<file path="src/verilog/posit_pkg.sv">
// Posit unit package: lane widths, operation encodings, status and request/response types
`default_nettype none

package posit_pkg;

  // ------------------------------
  // Sizes
  // ------------------------------
  localparam int unsigned LANE_WIDTH    = 8;  // Posit size per lane
  localparam int unsigned NUM_LANES     = 4;
  localparam int unsigned DATA_WIDTH    = 32;
  localparam int unsigned NUM_OPERANDS  = 2;
  localparam int unsigned TAG_WIDTH     = 4;
  localparam int unsigned NUM_PIPE_REGS = 2;  // Default lane depth

  // ------------------------------
  // Vector types
  // ------------------------------
  typedef logic [LANE_WIDTH-1:0] posit_t;
  typedef logic [DATA_WIDTH-1:0] word_t;
  typedef logic [TAG_WIDTH-1:0]  tag_t;
  typedef logic [NUM_LANES-1:0]  lane_mask_t;

  // Not-a-Real, sign bit alone
  localparam posit_t NAR_PATTERN = {1'b1, {(LANE_WIDTH-1){1'b0}}};

  // ------------------------------
  // Encodings
  // ------------------------------
  typedef enum logic [1:0] {
    MINMAX,
    SGNJ,
    CMP,
    CLASSIFY
  } operation_e;

  typedef enum logic [1:0] {
    EQ,
    LT,
    LE
  } cmp_mode_e;

  // One-hot class, packed as is into classify results
  typedef enum logic [3:0] {
    ZERO = 4'b0001,
    NAR  = 4'b0010,
    POS  = 4'b0100,
    NEG  = 4'b1000
  } classmask_e;

  typedef struct packed {
    logic nv;  // Invalid operation
    logic dz;
    logic of;
    logic uf;
    logic nx;
  } status_t;

  // ------------------------------
  // Request and response
  // ------------------------------
  typedef struct packed {
    word_t [NUM_OPERANDS-1:0] operands;
    operation_e               op;
    logic                     op_mod;
    cmp_mode_e                cmp_mode;
    logic                     vectorial;
    tag_t                     tag;
    lane_mask_t               simd_mask;
  } posit_req_t;

  typedef struct packed {
    word_t   result;
    status_t status;
    logic    extension_bit;
    tag_t    tag;
  } posit_resp_t;

endpackage

`default_nettype wire
</file>
<file path="src/verilog/posit_unit_top.sv">
// Posit noncomp unit top: input skid stage feeding the SIMD lane slice
`timescale 1ns/1ps
`default_nettype none

module posit_unit_top
  import posit_pkg::*;
(
  input  logic        clk_i,
  input  logic        arst_n_i,
  input  posit_req_t  req_i,
  input  logic        in_valid_i,
  output logic        in_ready_o,
  output posit_resp_t resp_o,
  output logic        out_valid_o,
  input  logic        out_ready_i,
  output logic        busy_o
);

  // Registered request into the slice
  posit_req_t stage_req;
  logic       stage_valid, stage_ready;

  posit_input_stage i_input_stage (
    .clk_i,
    .arst_n_i,
    .in_req_i    ( req_i       ),
    .in_valid_i,
    .in_ready_o,
    .out_req_o   ( stage_req   ),
    .out_valid_o ( stage_valid ),
    .out_ready_i ( stage_ready )
  );

  posit_noncomp_slice i_slice (
    .clk_i,
    .arst_n_i,
    .req_i       ( stage_req   ),
    .in_valid_i  ( stage_valid ),
    .in_ready_o  ( stage_ready ),
    .resp_o,
    .out_valid_o,
    .out_ready_i,
    .busy_o
  );

endmodule

`default_nettype wire

</file>
<file path="src/verilog/posit_noncomp_slice.sv">
// SIMD noncomp slice: fans a request over the posit lanes and merges results and status
`timescale 1ns/1ps
`default_nettype none

module posit_noncomp_slice
  import posit_pkg::*;
(
  input  logic        clk_i,
  input  logic        arst_n_i,
  // Request handshake
  input  posit_req_t  req_i,
  input  logic        in_valid_i,
  output logic        in_ready_o,
  // Response handshake
  output posit_resp_t resp_o,
  output logic        out_valid_o,
  input  logic        out_ready_i,
  output logic        busy_o
);

  logic [NUM_LANES-1:0] lane_in_ready, lane_out_valid;
  logic [NUM_LANES-1:0] lane_ext_bit;   // Lane 0 drives the extension
  logic [NUM_LANES-1:0] lane_masks;
  logic [NUM_LANES-1:0] lane_vectorial;
  logic [NUM_LANES-1:0] lane_is_class;
  logic [NUM_LANES-1:0] lane_busy;

  status_t    [NUM_LANES-1:0] lane_status;
  classmask_e [NUM_LANES-1:0] lane_class_mask;
  tag_t       [NUM_LANES-1:0] lane_tags;

  word_t   slice_result;
  word_t   vec_class_result, class_result;
  status_t collapsed_status;
  logic    result_is_vector, result_is_class;

  // ------------------------------
  // Input side
  // ------------------------------
  assign in_ready_o = lane_in_ready[0]; // Lanes move in lockstep

  for (genvar lane = 0; lane < NUM_LANES; lane++) begin : gen_lanes
    posit_t [NUM_OPERANDS-1:0] local_operands;
    posit_t                    op_result;
    status_t                   op_status;
    logic                      in_valid, out_valid, out_ready;

    // Upper lanes take vector requests only together with lane 0
    assign in_valid = in_valid_i & ((lane == 0) | (req_i.vectorial & lane_in_ready[0]));

    always_comb begin : slice_operands
      for (int i = 0; i < int'(NUM_OPERANDS); i++) begin
        local_operands[i] = req_i.operands[i][lane*LANE_WIDTH +: LANE_WIDTH];
      end
    end

    posit_noncomp #(
      .NumPipeRegs ( NUM_PIPE_REGS )
    ) i_noncomp (
      .clk_i,
      .arst_n_i,
      .operands_i      ( local_operands        ),
      .op_i            ( req_i.op              ),
      .op_mod_i        ( req_i.op_mod          ),
      .cmp_mode_i      ( req_i.cmp_mode        ),
      .tag_i           ( req_i.tag             ),
      .mask_i          ( req_i.simd_mask[lane] ),
      .vectorial_i     ( req_i.vectorial       ), // Travels with the data
      .in_valid_i      ( in_valid              ),
      .in_ready_o      ( lane_in_ready[lane]   ),
      .result_o        ( op_result             ),
      .status_o        ( op_status             ),
      .class_mask_o    ( lane_class_mask[lane] ),
      .is_class_o      ( lane_is_class[lane]   ),
      .extension_bit_o ( lane_ext_bit[lane]    ),
      .tag_o           ( lane_tags[lane]       ),
      .mask_o          ( lane_masks[lane]      ),
      .vectorial_o     ( lane_vectorial[lane]  ),
      .out_valid_o     ( out_valid             ),
      .out_ready_i     ( out_ready             ),
      .busy_o          ( lane_busy[lane]       )
    );

    // Upper lanes hand over only when the head result is a vector
    assign out_ready            = out_ready_i & ((lane == 0) | result_is_vector);
    assign lane_out_valid[lane] = out_valid & ((lane == 0) | result_is_vector);

    // Unused lanes carry the sign-extension of lane 0
    assign slice_result[lane*LANE_WIDTH +: LANE_WIDTH] =
      lane_out_valid[lane] ? op_result : {LANE_WIDTH{lane_ext_bit[0]}};
    assign lane_status[lane] = lane_out_valid[lane] ? op_status : '0;

    // Vector class field of this lane
    assign vec_class_result[lane*$bits(classmask_e) +: $bits(classmask_e)] =
      lane_class_mask[lane];
  end

  // ------------------------------
  // Output side
  // ------------------------------
  assign result_is_vector = lane_vectorial[0];
  assign result_is_class  = lane_is_class[0];

  // Zero padding above the packed classes
  assign vec_class_result[DATA_WIDTH-1:NUM_LANES*$bits(classmask_e)] = '0;

  assign class_result = result_is_vector ? vec_class_result : word_t'(lane_class_mask[0]);

  // Masked status collapse
  always_comb begin : collapse_status
    collapsed_status = '0;
    for (int i = 0; i < int'(NUM_LANES); i++) begin
      collapsed_status |= lane_status[i] & {$bits(status_t){lane_masks[i]}};
    end
  end

  assign resp_o = '{
    result:        result_is_class ? class_result : slice_result,
    status:        collapsed_status,
    extension_bit: lane_ext_bit[0],
    tag:           lane_tags[0]
  };

  assign out_valid_o = lane_out_valid[0];
  assign busy_o      = |lane_busy;

endmodule

`default_nettype wire

</file>
<file path="src/verilog/posit_noncomp.sv">
// Posit lane: min/max, sign injection, compare and classify behind a valid/ready pipeline
`timescale 1ns/1ps
`default_nettype none

module posit_noncomp
  import posit_pkg::*;
#(
  parameter int unsigned NumPipeRegs = NUM_PIPE_REGS
) (
  input  logic                      clk_i,
  input  logic                      arst_n_i,
  // Request side
  input  posit_t [NUM_OPERANDS-1:0] operands_i,
  input  operation_e                op_i,
  input  logic                      op_mod_i,
  input  cmp_mode_e                 cmp_mode_i,
  input  tag_t                      tag_i,
  input  logic                      mask_i,
  input  logic                      vectorial_i,
  input  logic                      in_valid_i,
  output logic                      in_ready_o,
  // Result side
  output posit_t                    result_o,
  output status_t                   status_o,
  output classmask_e                class_mask_o,
  output logic                      is_class_o,
  output logic                      extension_bit_o,
  output tag_t                      tag_o,
  output logic                      mask_o,
  output logic                      vectorial_o,
  output logic                      out_valid_o,
  input  logic                      out_ready_i,
  output logic                      busy_o
);

  // Everything that travels down the pipe together
  typedef struct packed {
    posit_t     result;
    status_t    status;
    classmask_e class_mask;
    logic       is_class;
    tag_t       tag;
    logic       mask;
    logic       vectorial;
  } lane_payload_t;

  posit_t        op_a, op_b;
  logic          a_nar, b_nar, a_zero;
  logic          a_lt_b, a_eq_b;
  logic          sgnj_sign;
  logic          cmp_true;
  posit_t        minmax_res, sgnj_res, cmp_res;
  classmask_e    class_a;
  lane_payload_t in_payload;

  // ------------------------------
  // Operations
  // ------------------------------
  assign op_a   = operands_i[0];
  assign op_b   = operands_i[1];
  assign a_nar  = (op_a == NAR_PATTERN);
  assign b_nar  = (op_b == NAR_PATTERN);
  assign a_zero = (op_a == '0);
  assign a_lt_b = ($signed(op_a) < $signed(op_b)); // Posits order like integers
  assign a_eq_b = (op_a == op_b);

  always_comb begin : minmax
    if (a_nar && b_nar) begin
      minmax_res = NAR_PATTERN;
    end else if (a_nar) begin
      minmax_res = op_b;             // NaR gives way
    end else if (b_nar) begin
      minmax_res = op_a;
    end else if (op_mod_i) begin
      minmax_res = a_lt_b ? op_b : op_a; // Max
    end else begin
      minmax_res = a_lt_b ? op_a : op_b; // Min
    end
  end

  // Negation is the two's complement for posits
  assign sgnj_sign = op_b[LANE_WIDTH-1] ^ op_mod_i;
  assign sgnj_res  = (a_zero || a_nar || (op_a[LANE_WIDTH-1] == sgnj_sign))
                   ? op_a : (~op_a + 1'b1);

  always_comb begin : compare
    case (cmp_mode_i)
      EQ:      cmp_true = a_eq_b;
      LT:      cmp_true = a_lt_b;
      LE:      cmp_true = a_lt_b | a_eq_b;
      default: cmp_true = 1'b0;
    endcase
  end

  assign cmp_res = (a_nar || b_nar) ? '0 : posit_t'(cmp_true);

  always_comb begin : classify
    if (a_zero) begin
      class_a = ZERO;
    end else if (a_nar) begin
      class_a = NAR;
    end else if (op_a[LANE_WIDTH-1]) begin
      class_a = NEG;
    end else begin
      class_a = POS;
    end
  end

  // Result select and sideband
  always_comb begin : select_result
    in_payload            = '0;
    in_payload.class_mask = class_a;
    in_payload.is_class   = (op_i == CLASSIFY);
    in_payload.tag        = tag_i;
    in_payload.mask       = mask_i;
    in_payload.vectorial  = vectorial_i;
    case (op_i)
      MINMAX: begin
        in_payload.result    = minmax_res;
        in_payload.status.nv = a_nar | b_nar;
      end
      SGNJ: in_payload.result = sgnj_res;
      CMP: begin
        in_payload.result    = cmp_res;
        in_payload.status.nv = a_nar | b_nar;
      end
      default: in_payload.result = posit_t'(class_a); // Class in low nibble
    endcase
  end

  // ------------------------------
  // Pipeline
  // ------------------------------
  lane_payload_t        stage_data  [NumPipeRegs+1];
  logic                 stage_valid [NumPipeRegs+1];
  logic [NumPipeRegs:0] stage_ready;

  // Index 0 is the unregistered input
  assign stage_data[0]            = in_payload;
  assign stage_valid[0]           = in_valid_i;
  assign in_ready_o               = stage_ready[0];
  assign stage_ready[NumPipeRegs] = out_ready_i;

  for (genvar i = 0; i < NumPipeRegs; i++) begin : gen_pipe_regs
    // Load when empty or when the next stage takes our item
    assign stage_ready[i] = ~stage_valid[i+1] | stage_ready[i+1];

    always_ff @(posedge clk_i or negedge arst_n_i) begin
      if (!arst_n_i) begin
        stage_valid[i+1] <= 1'b0;
      end else if (stage_ready[i]) begin
        stage_valid[i+1] <= stage_valid[i];
      end
    end

    always_ff @(posedge clk_i) begin
      if (stage_ready[i] && stage_valid[i]) begin
        stage_data[i+1] <= stage_data[i];
      end
    end
  end

  always_comb begin : busy_flag
    busy_o = 1'b0;
    for (int i = 1; i <= int'(NumPipeRegs); i++) begin
      busy_o |= stage_valid[i];
    end
  end

  // Outputs from the last stage
  assign result_o        = stage_data[NumPipeRegs].result;
  assign status_o        = stage_data[NumPipeRegs].status;
  assign class_mask_o    = stage_data[NumPipeRegs].class_mask;
  assign is_class_o      = stage_data[NumPipeRegs].is_class;
  assign extension_bit_o = stage_data[NumPipeRegs].result[LANE_WIDTH-1];
  assign tag_o           = stage_data[NumPipeRegs].tag;
  assign mask_o          = stage_data[NumPipeRegs].mask;
  assign vectorial_o     = stage_data[NumPipeRegs].vectorial;
  assign out_valid_o     = stage_valid[NumPipeRegs];

endmodule

`default_nettype wire

</file>
<file path="src/verilog/posit_input_stage.sv">
// Request skid buffer: two entries, registered ready, full throughput
`timescale 1ns/1ps
`default_nettype none

module posit_input_stage
  import posit_pkg::*;
(
  input  logic       clk_i,
  input  logic       arst_n_i,
  // Upstream
  input  posit_req_t in_req_i,
  input  logic       in_valid_i,
  output logic       in_ready_o,
  // Downstream
  output posit_req_t out_req_o,
  output logic       out_valid_o,
  input  logic       out_ready_i
);

  posit_req_t main_q, spare_q;
  logic       main_valid_q, spare_valid_q;
  logic       in_fire;
  logic       main_load;

  // Ready straight from a flop
  assign in_ready_o = ~spare_valid_q;
  assign in_fire    = in_valid_i & in_ready_o;

  // Main register free or draining this cycle
  assign main_load = ~main_valid_q | out_ready_i;

  // ------------------------------
  // Occupancy
  // ------------------------------
  always_ff @(posedge clk_i or negedge arst_n_i) begin
    if (!arst_n_i) begin
      main_valid_q  <= 1'b0;
      spare_valid_q <= 1'b0;
    end else begin
      if (main_load) begin
        main_valid_q  <= spare_valid_q | in_fire;
        spare_valid_q <= 1'b0;  // Spare always drains first
      end else if (in_fire) begin
        spare_valid_q <= 1'b1;  // Catch the request that raced falling ready
      end
    end
  end

  // ------------------------------
  // Payload
  // ------------------------------
  always_ff @(posedge clk_i) begin
    if (main_load) begin
      main_q <= spare_valid_q ? spare_q : in_req_i;
    end
    if (!main_load && in_fire) begin
      spare_q <= in_req_i;
    end
  end

  assign out_req_o   = main_q;
  assign out_valid_o = main_valid_q;

endmodule

`default_nettype wire

</file>
<file path="config.mk">
export PLATFORM = sky130hd
export DESIGN_NAME = posit_unit_top
export DESIGN_NICKNAME = d
export VERILOG_FILES = /design/src/verilog/posit_pkg.sv /design/src/verilog/posit_unit_top.sv /design/src/verilog/posit_noncomp_slice.sv /design/src/verilog/posit_noncomp.sv /design/src/verilog/posit_input_stage.sv
export SDC_FILE = /design/constraint.sdc
export NUM_CORES = 1
export LEC_CHECK = 0
export ABC_AREA = 1
export BUFFER_PORTS_ARGS = -buffer_cell sky130_fd_sc_hd__buf_2
export CAP_MARGIN = 20
export CORE_AREA = 10 10 226 228
export DETAILED_ROUTE_END_ITERATION = 16
export DIE_AREA = 0 0 236 238
export GPL_TIMING_DRIVEN = 1
export MAX_ROUTING_LAYER = met4
export SETUP_SLACK_MARGIN = 0.2
export SYNTH_ARGS = -nofsm -noshare
export SYNTH_HDL_FRONTEND = slang
export SYNTH_SLANG_ARGS = --single-unit
</file>
<file path="constraint.sdc">
create_clock -name clk_i -period 19.8 [get_ports clk_i]
set_clock_uncertainty 0.2 [all_clocks]
set_input_delay 3.96 -clock clk_i [delete_from_list [all_inputs] [get_ports clk_i]]
set_output_delay 3.96 -clock clk_i [all_outputs]
set_load 0.1 [all_outputs]
</file>
==> metrics.log <==
[metrics] result of the run: finished, final reports clean
[metrics] dominant synthesized flop cell: sky130_fd_sc_hd__edfxtp_1
[metrics] commonest non-fill, non-tap cells in the layout: sky130_fd_sc_hd__nand2_1 (438), sky130_fd_sc_hd__edfxtp_1 (280), sky130_fd_sc_hd__buf_2 (122)
[metrics] number of nets with antenna violations after detailed routing: 0
[metrics] register clock-pin slew on the reported worst setup and hold paths: roughly 0.060 ns
[metrics] area of the die: roughly 56,000 um^2
[metrics] kind of cell adding the most delay to the critical path: buffers and inverters
[metrics] Syn-to-layout area delta: 16.9%
[metrics] clock tree from TritonCTS: done
[metrics] count of final hold-check violations: 0
[metrics] number of max-cap violations: 0
[metrics] antenna violations before repair: 29
[metrics] number of clock sinks: 290
[metrics] cell area after placement: about 15,000 um^2
[metrics] cell total after placement: approximately 2.0k
[metrics] Final Max Slew Viols: 0
[metrics] Synth cell types: just over 40
[metrics] Residual DRC: 0
[metrics] cts bufs inserted: 27
[metrics] area of all placed cells without fillers: ~16,000 um^2
[metrics] starting DRC count in detailed routing: 460
[metrics] Hold Path Class: flip-flop to flip-flop
[metrics] ys async rst share: 0.0345
[metrics] Max Buffers Root-to-Sink: 3
[metrics] WP buf/inv: 3
[metrics] cell with the largest stage delay on the worst path: sky130_fd_sc_hd__edfxtp_1
[metrics] number of buffers added to fix hold violations after cts: 0
[metrics] actual transition at the worst max-transition pin: between 1 and 1.5 ns
[metrics] final period utilization: 0.333
[metrics] largest net degree at the start of global routing: between 80 and 90
[metrics] Core Region: approximately 46,000 um^2
[metrics] number of H-tree levels: 1
[metrics] overall fraction of global-route tracks in use: 0.115
[metrics] delay of the slowest critical-path stage: between 0.6 and 0.7 ns
[metrics] via count of the first global-routing pass: about 8.9k
[metrics] most frequent standard cell in the layout excluding fill and tap cells: sky130_fd_sc_hd__nand2_1
[metrics] wire length per cell: between 15 and 20 um
[metrics] share of layout cells above drive strength 1: 0.160
[metrics] worst path arrival time: roughly 2.4 ns
[metrics] number of non-filler instances in the completed layout: approximately 2.1k
[metrics] endpoint type of the worst setup path: output pin
[metrics] DR vias: about 9.0k
[metrics] HPWL after detailed placement: roughly 25 mm
[metrics] last weighted congestion value of the routability-driven placer: between 0.9 and 1
[metrics] number of cell rows: 79
[metrics] global-route wire length before repair: 51.0 mm
[metrics] Remaining Overflow, GRT: 0
[metrics] headroom to the max-slew limit: 0.329
[metrics] critical path peak fanout: 16
[metrics] chip width: 236 um
[metrics] crit-path cells: nand2_1, clkinv_1, nand2_1, nand2_1, inv_1, o21ai_0, buf_2
[metrics] clock latency at the later pin of the worst-skew pair: 0.54 ns
[metrics] final WL: roughly 32 mm
[metrics] Critical Path Most Common Cell: sky130_fd_sc_hd__nand2_1
[metrics] synthesized area: ~13,000 um^2
[metrics] unrepaired setup endpoints after global routing: no
[metrics] number of synthesized flops with an enable pin: 280
[metrics] Nets: between 1.5k and 2k
[metrics] power consumption: between 0.002 and 0.0025 W
[metrics] starting utilization of the core area: 0.289
[metrics] input/output buffers: about 120
[metrics] final critical delay including setup and external delays: roughly 6.6 ns
[metrics] Achievable Freq: approximately 150 MHz
[metrics] cell count after synthesis: around 1.3k
[metrics] Die Y-Extent: about 240 um
[metrics] routed via count divided by cell count: approximately 4.3
[metrics] required time of the critical path: between 15 and 20 ns
[metrics] root buffer selected by CTS: sky130_fd_sc_hd__clkbuf_16
[metrics] Seq cells post-synth: between 200 and 300
[metrics] Mean Syn Cell Area: approximately 10 um^2
[metrics] Util after Layout: 0.338
[metrics] count of warnings emitted by yosys: 0
[metrics] WS Path Type: flip-flop to output pin
[metrics] setup TNS after final layout: 0 ns
[metrics] pwr/cell area: around 130 nW/um^2
[metrics] Pleak: 6.53 nW
[metrics] final setup violating endpoints: 0
[metrics] PostCTS Resize Cnt: 0
[metrics] number of iterations in the first detailed-routing pass: 5
[metrics] Seq/Total Area, Yosys: 0.647
[metrics] post-CTS setup-driven buffer insertion count: 0
[metrics] largest voltage drop on the vdd net: around 91 uV
[metrics] count of pins on the block boundary: between 100 and 150
[metrics] critical path launch point type: flip-flop
final cells by class:
type                       count  area, um^2
clock buffer                  33         718
inverter                     122         460
multi-input combinational    848        4110
antenna                       29        72.6
clock inverter                17         138
sequential                   290        8660
timing repair buffer         135         736
tap                          607         759
fill                        4593       30700
synth_stat cells, types with 10 or more instances:
master                     number  area share
sky130_fd_sc_hd__inv_2         25      0.0070
sky130_fd_sc_hd__buf_4         10      0.0056
sky130_fd_sc_hd__o21ai_0       40       0.015
sky130_fd_sc_hd__nand3_1      104       0.039
sky130_fd_sc_hd__dfrtp_1       10       0.019
sky130_fd_sc_hd__nor3_1        15      0.0056
sky130_fd_sc_hd__nand2_1      439        0.12
sky130_fd_sc_hd__clkbuf_1      28      0.0078
sky130_fd_sc_hd__edfxtp_1     280        0.63
sky130_fd_sc_hd__nor2_1        68       0.019
sky130_fd_sc_hd__o21ai_1       15      0.0056
sky130_fd_sc_hd__ha_1          36       0.034
sky130_fd_sc_hd__a21oi_1       55       0.021
sky130_fd_sc_hd__inv_1         92       0.026
routing by layer:
layer / global-route usage / wire length [um]
met1: 0.144 / 14900
met5: - / 0
met2: 0.178 / 14500
met4: 0.0278 / 519
met3: 0.0370 / 2270
sequential cells by signal (all words and copies together), names as in the netlist, 4 cells and up:
name                                      count
i_slice.gen_lanes.i_noncomp.class_mask_o     16
i_input_stage.spare_q                        78
i_input_stage.out_req_o                      78
i_slice.gen_lanes.i_noncomp.stage_valid       4
i_slice.gen_lanes.i_noncomp.result_o         32
i_slice.gen_lanes.i_noncomp.mask_o            4
i_slice.gen_lanes.i_noncomp.out_valid_o       4
i_slice.gen_lanes.i_noncomp.status_o          4
i_slice.gen_lanes.i_noncomp.tag_o             4
i_slice.gen_lanes.i_noncomp.stage_data       62
cell families (layout without fill, tap and decap cells):
group / count (synthesis) / in the layout / synth area share
AOI/OAI and AO/OA: 131 / 131 / 0.0531
buffers and inverters: 163 / 307 / 0.0488
xor gates and xnor gates: 12 / 12 / 0.00785
other: 1 / 33 / 0.000280
adders and majority gates: 36 / 36 / 0.0336
DFF: 290 / 290 / 0.647
and+or+nand+nor: 665 / 665 / 0.210
power by group:
group	internal [W]	switching [W]	total [W]
Clock	0.000284	0.000217	0.000501
Sequential	0.000823	0.0000647	0.000888
Combinational	0.000150	0.000515	0.000665
Total	0.00126	0.000797	0.00205
path summary, 6_finish.rpt:
check / depth (start not counted) / end / slack, ns / start
min in group asynchronous: 1 / i_slice.gen_lanes[1].i_noncomp.out_valid_o$_DFFE_PN0P_ / 3.08 / arst_n_i
setup reg to reg: 6 / i_input_stage.spare_q[26]$_DFFE_PP_ / 16.83 / i_slice.gen_lanes[0].i_noncomp.out_valid_o$_DFFE_PN0P_
setup / recovery: 7 / resp_o[25] / 13.20 / i_slice.gen_lanes[0].i_noncomp.vectorial_o$_DFFE_PP_
hold reg to reg: 0 / i_slice.gen_lanes[0].i_noncomp.tag_o[2]$_DFFE_PP_ / 0.22 / i_slice.gen_lanes[0].i_noncomp.stage_data[28]$_DFFE_PP_
hold / removal: 0 / i_slice.gen_lanes[0].i_noncomp.tag_o[2]$_DFFE_PP_ / 0.22 / i_slice.gen_lanes[0].i_noncomp.stage_data[28]$_DFFE_PP_
max in group asynchronous: 1 / i_input_stage.spare_valid_q$_DFFE_PN0P_ / 16.09 / arst_n_i
per-stage QoR:
step                      worst slack [ns]  hold slack, ns
final                                13.20           0.218
after global routing                 13.00           0.222
after CTS                            13.17           0.219
after detailed placement             12.59           0.205
after global placement               12.68           0.201
after floorplan                       7.56           0.200
(Power assumes the default switching activity.)
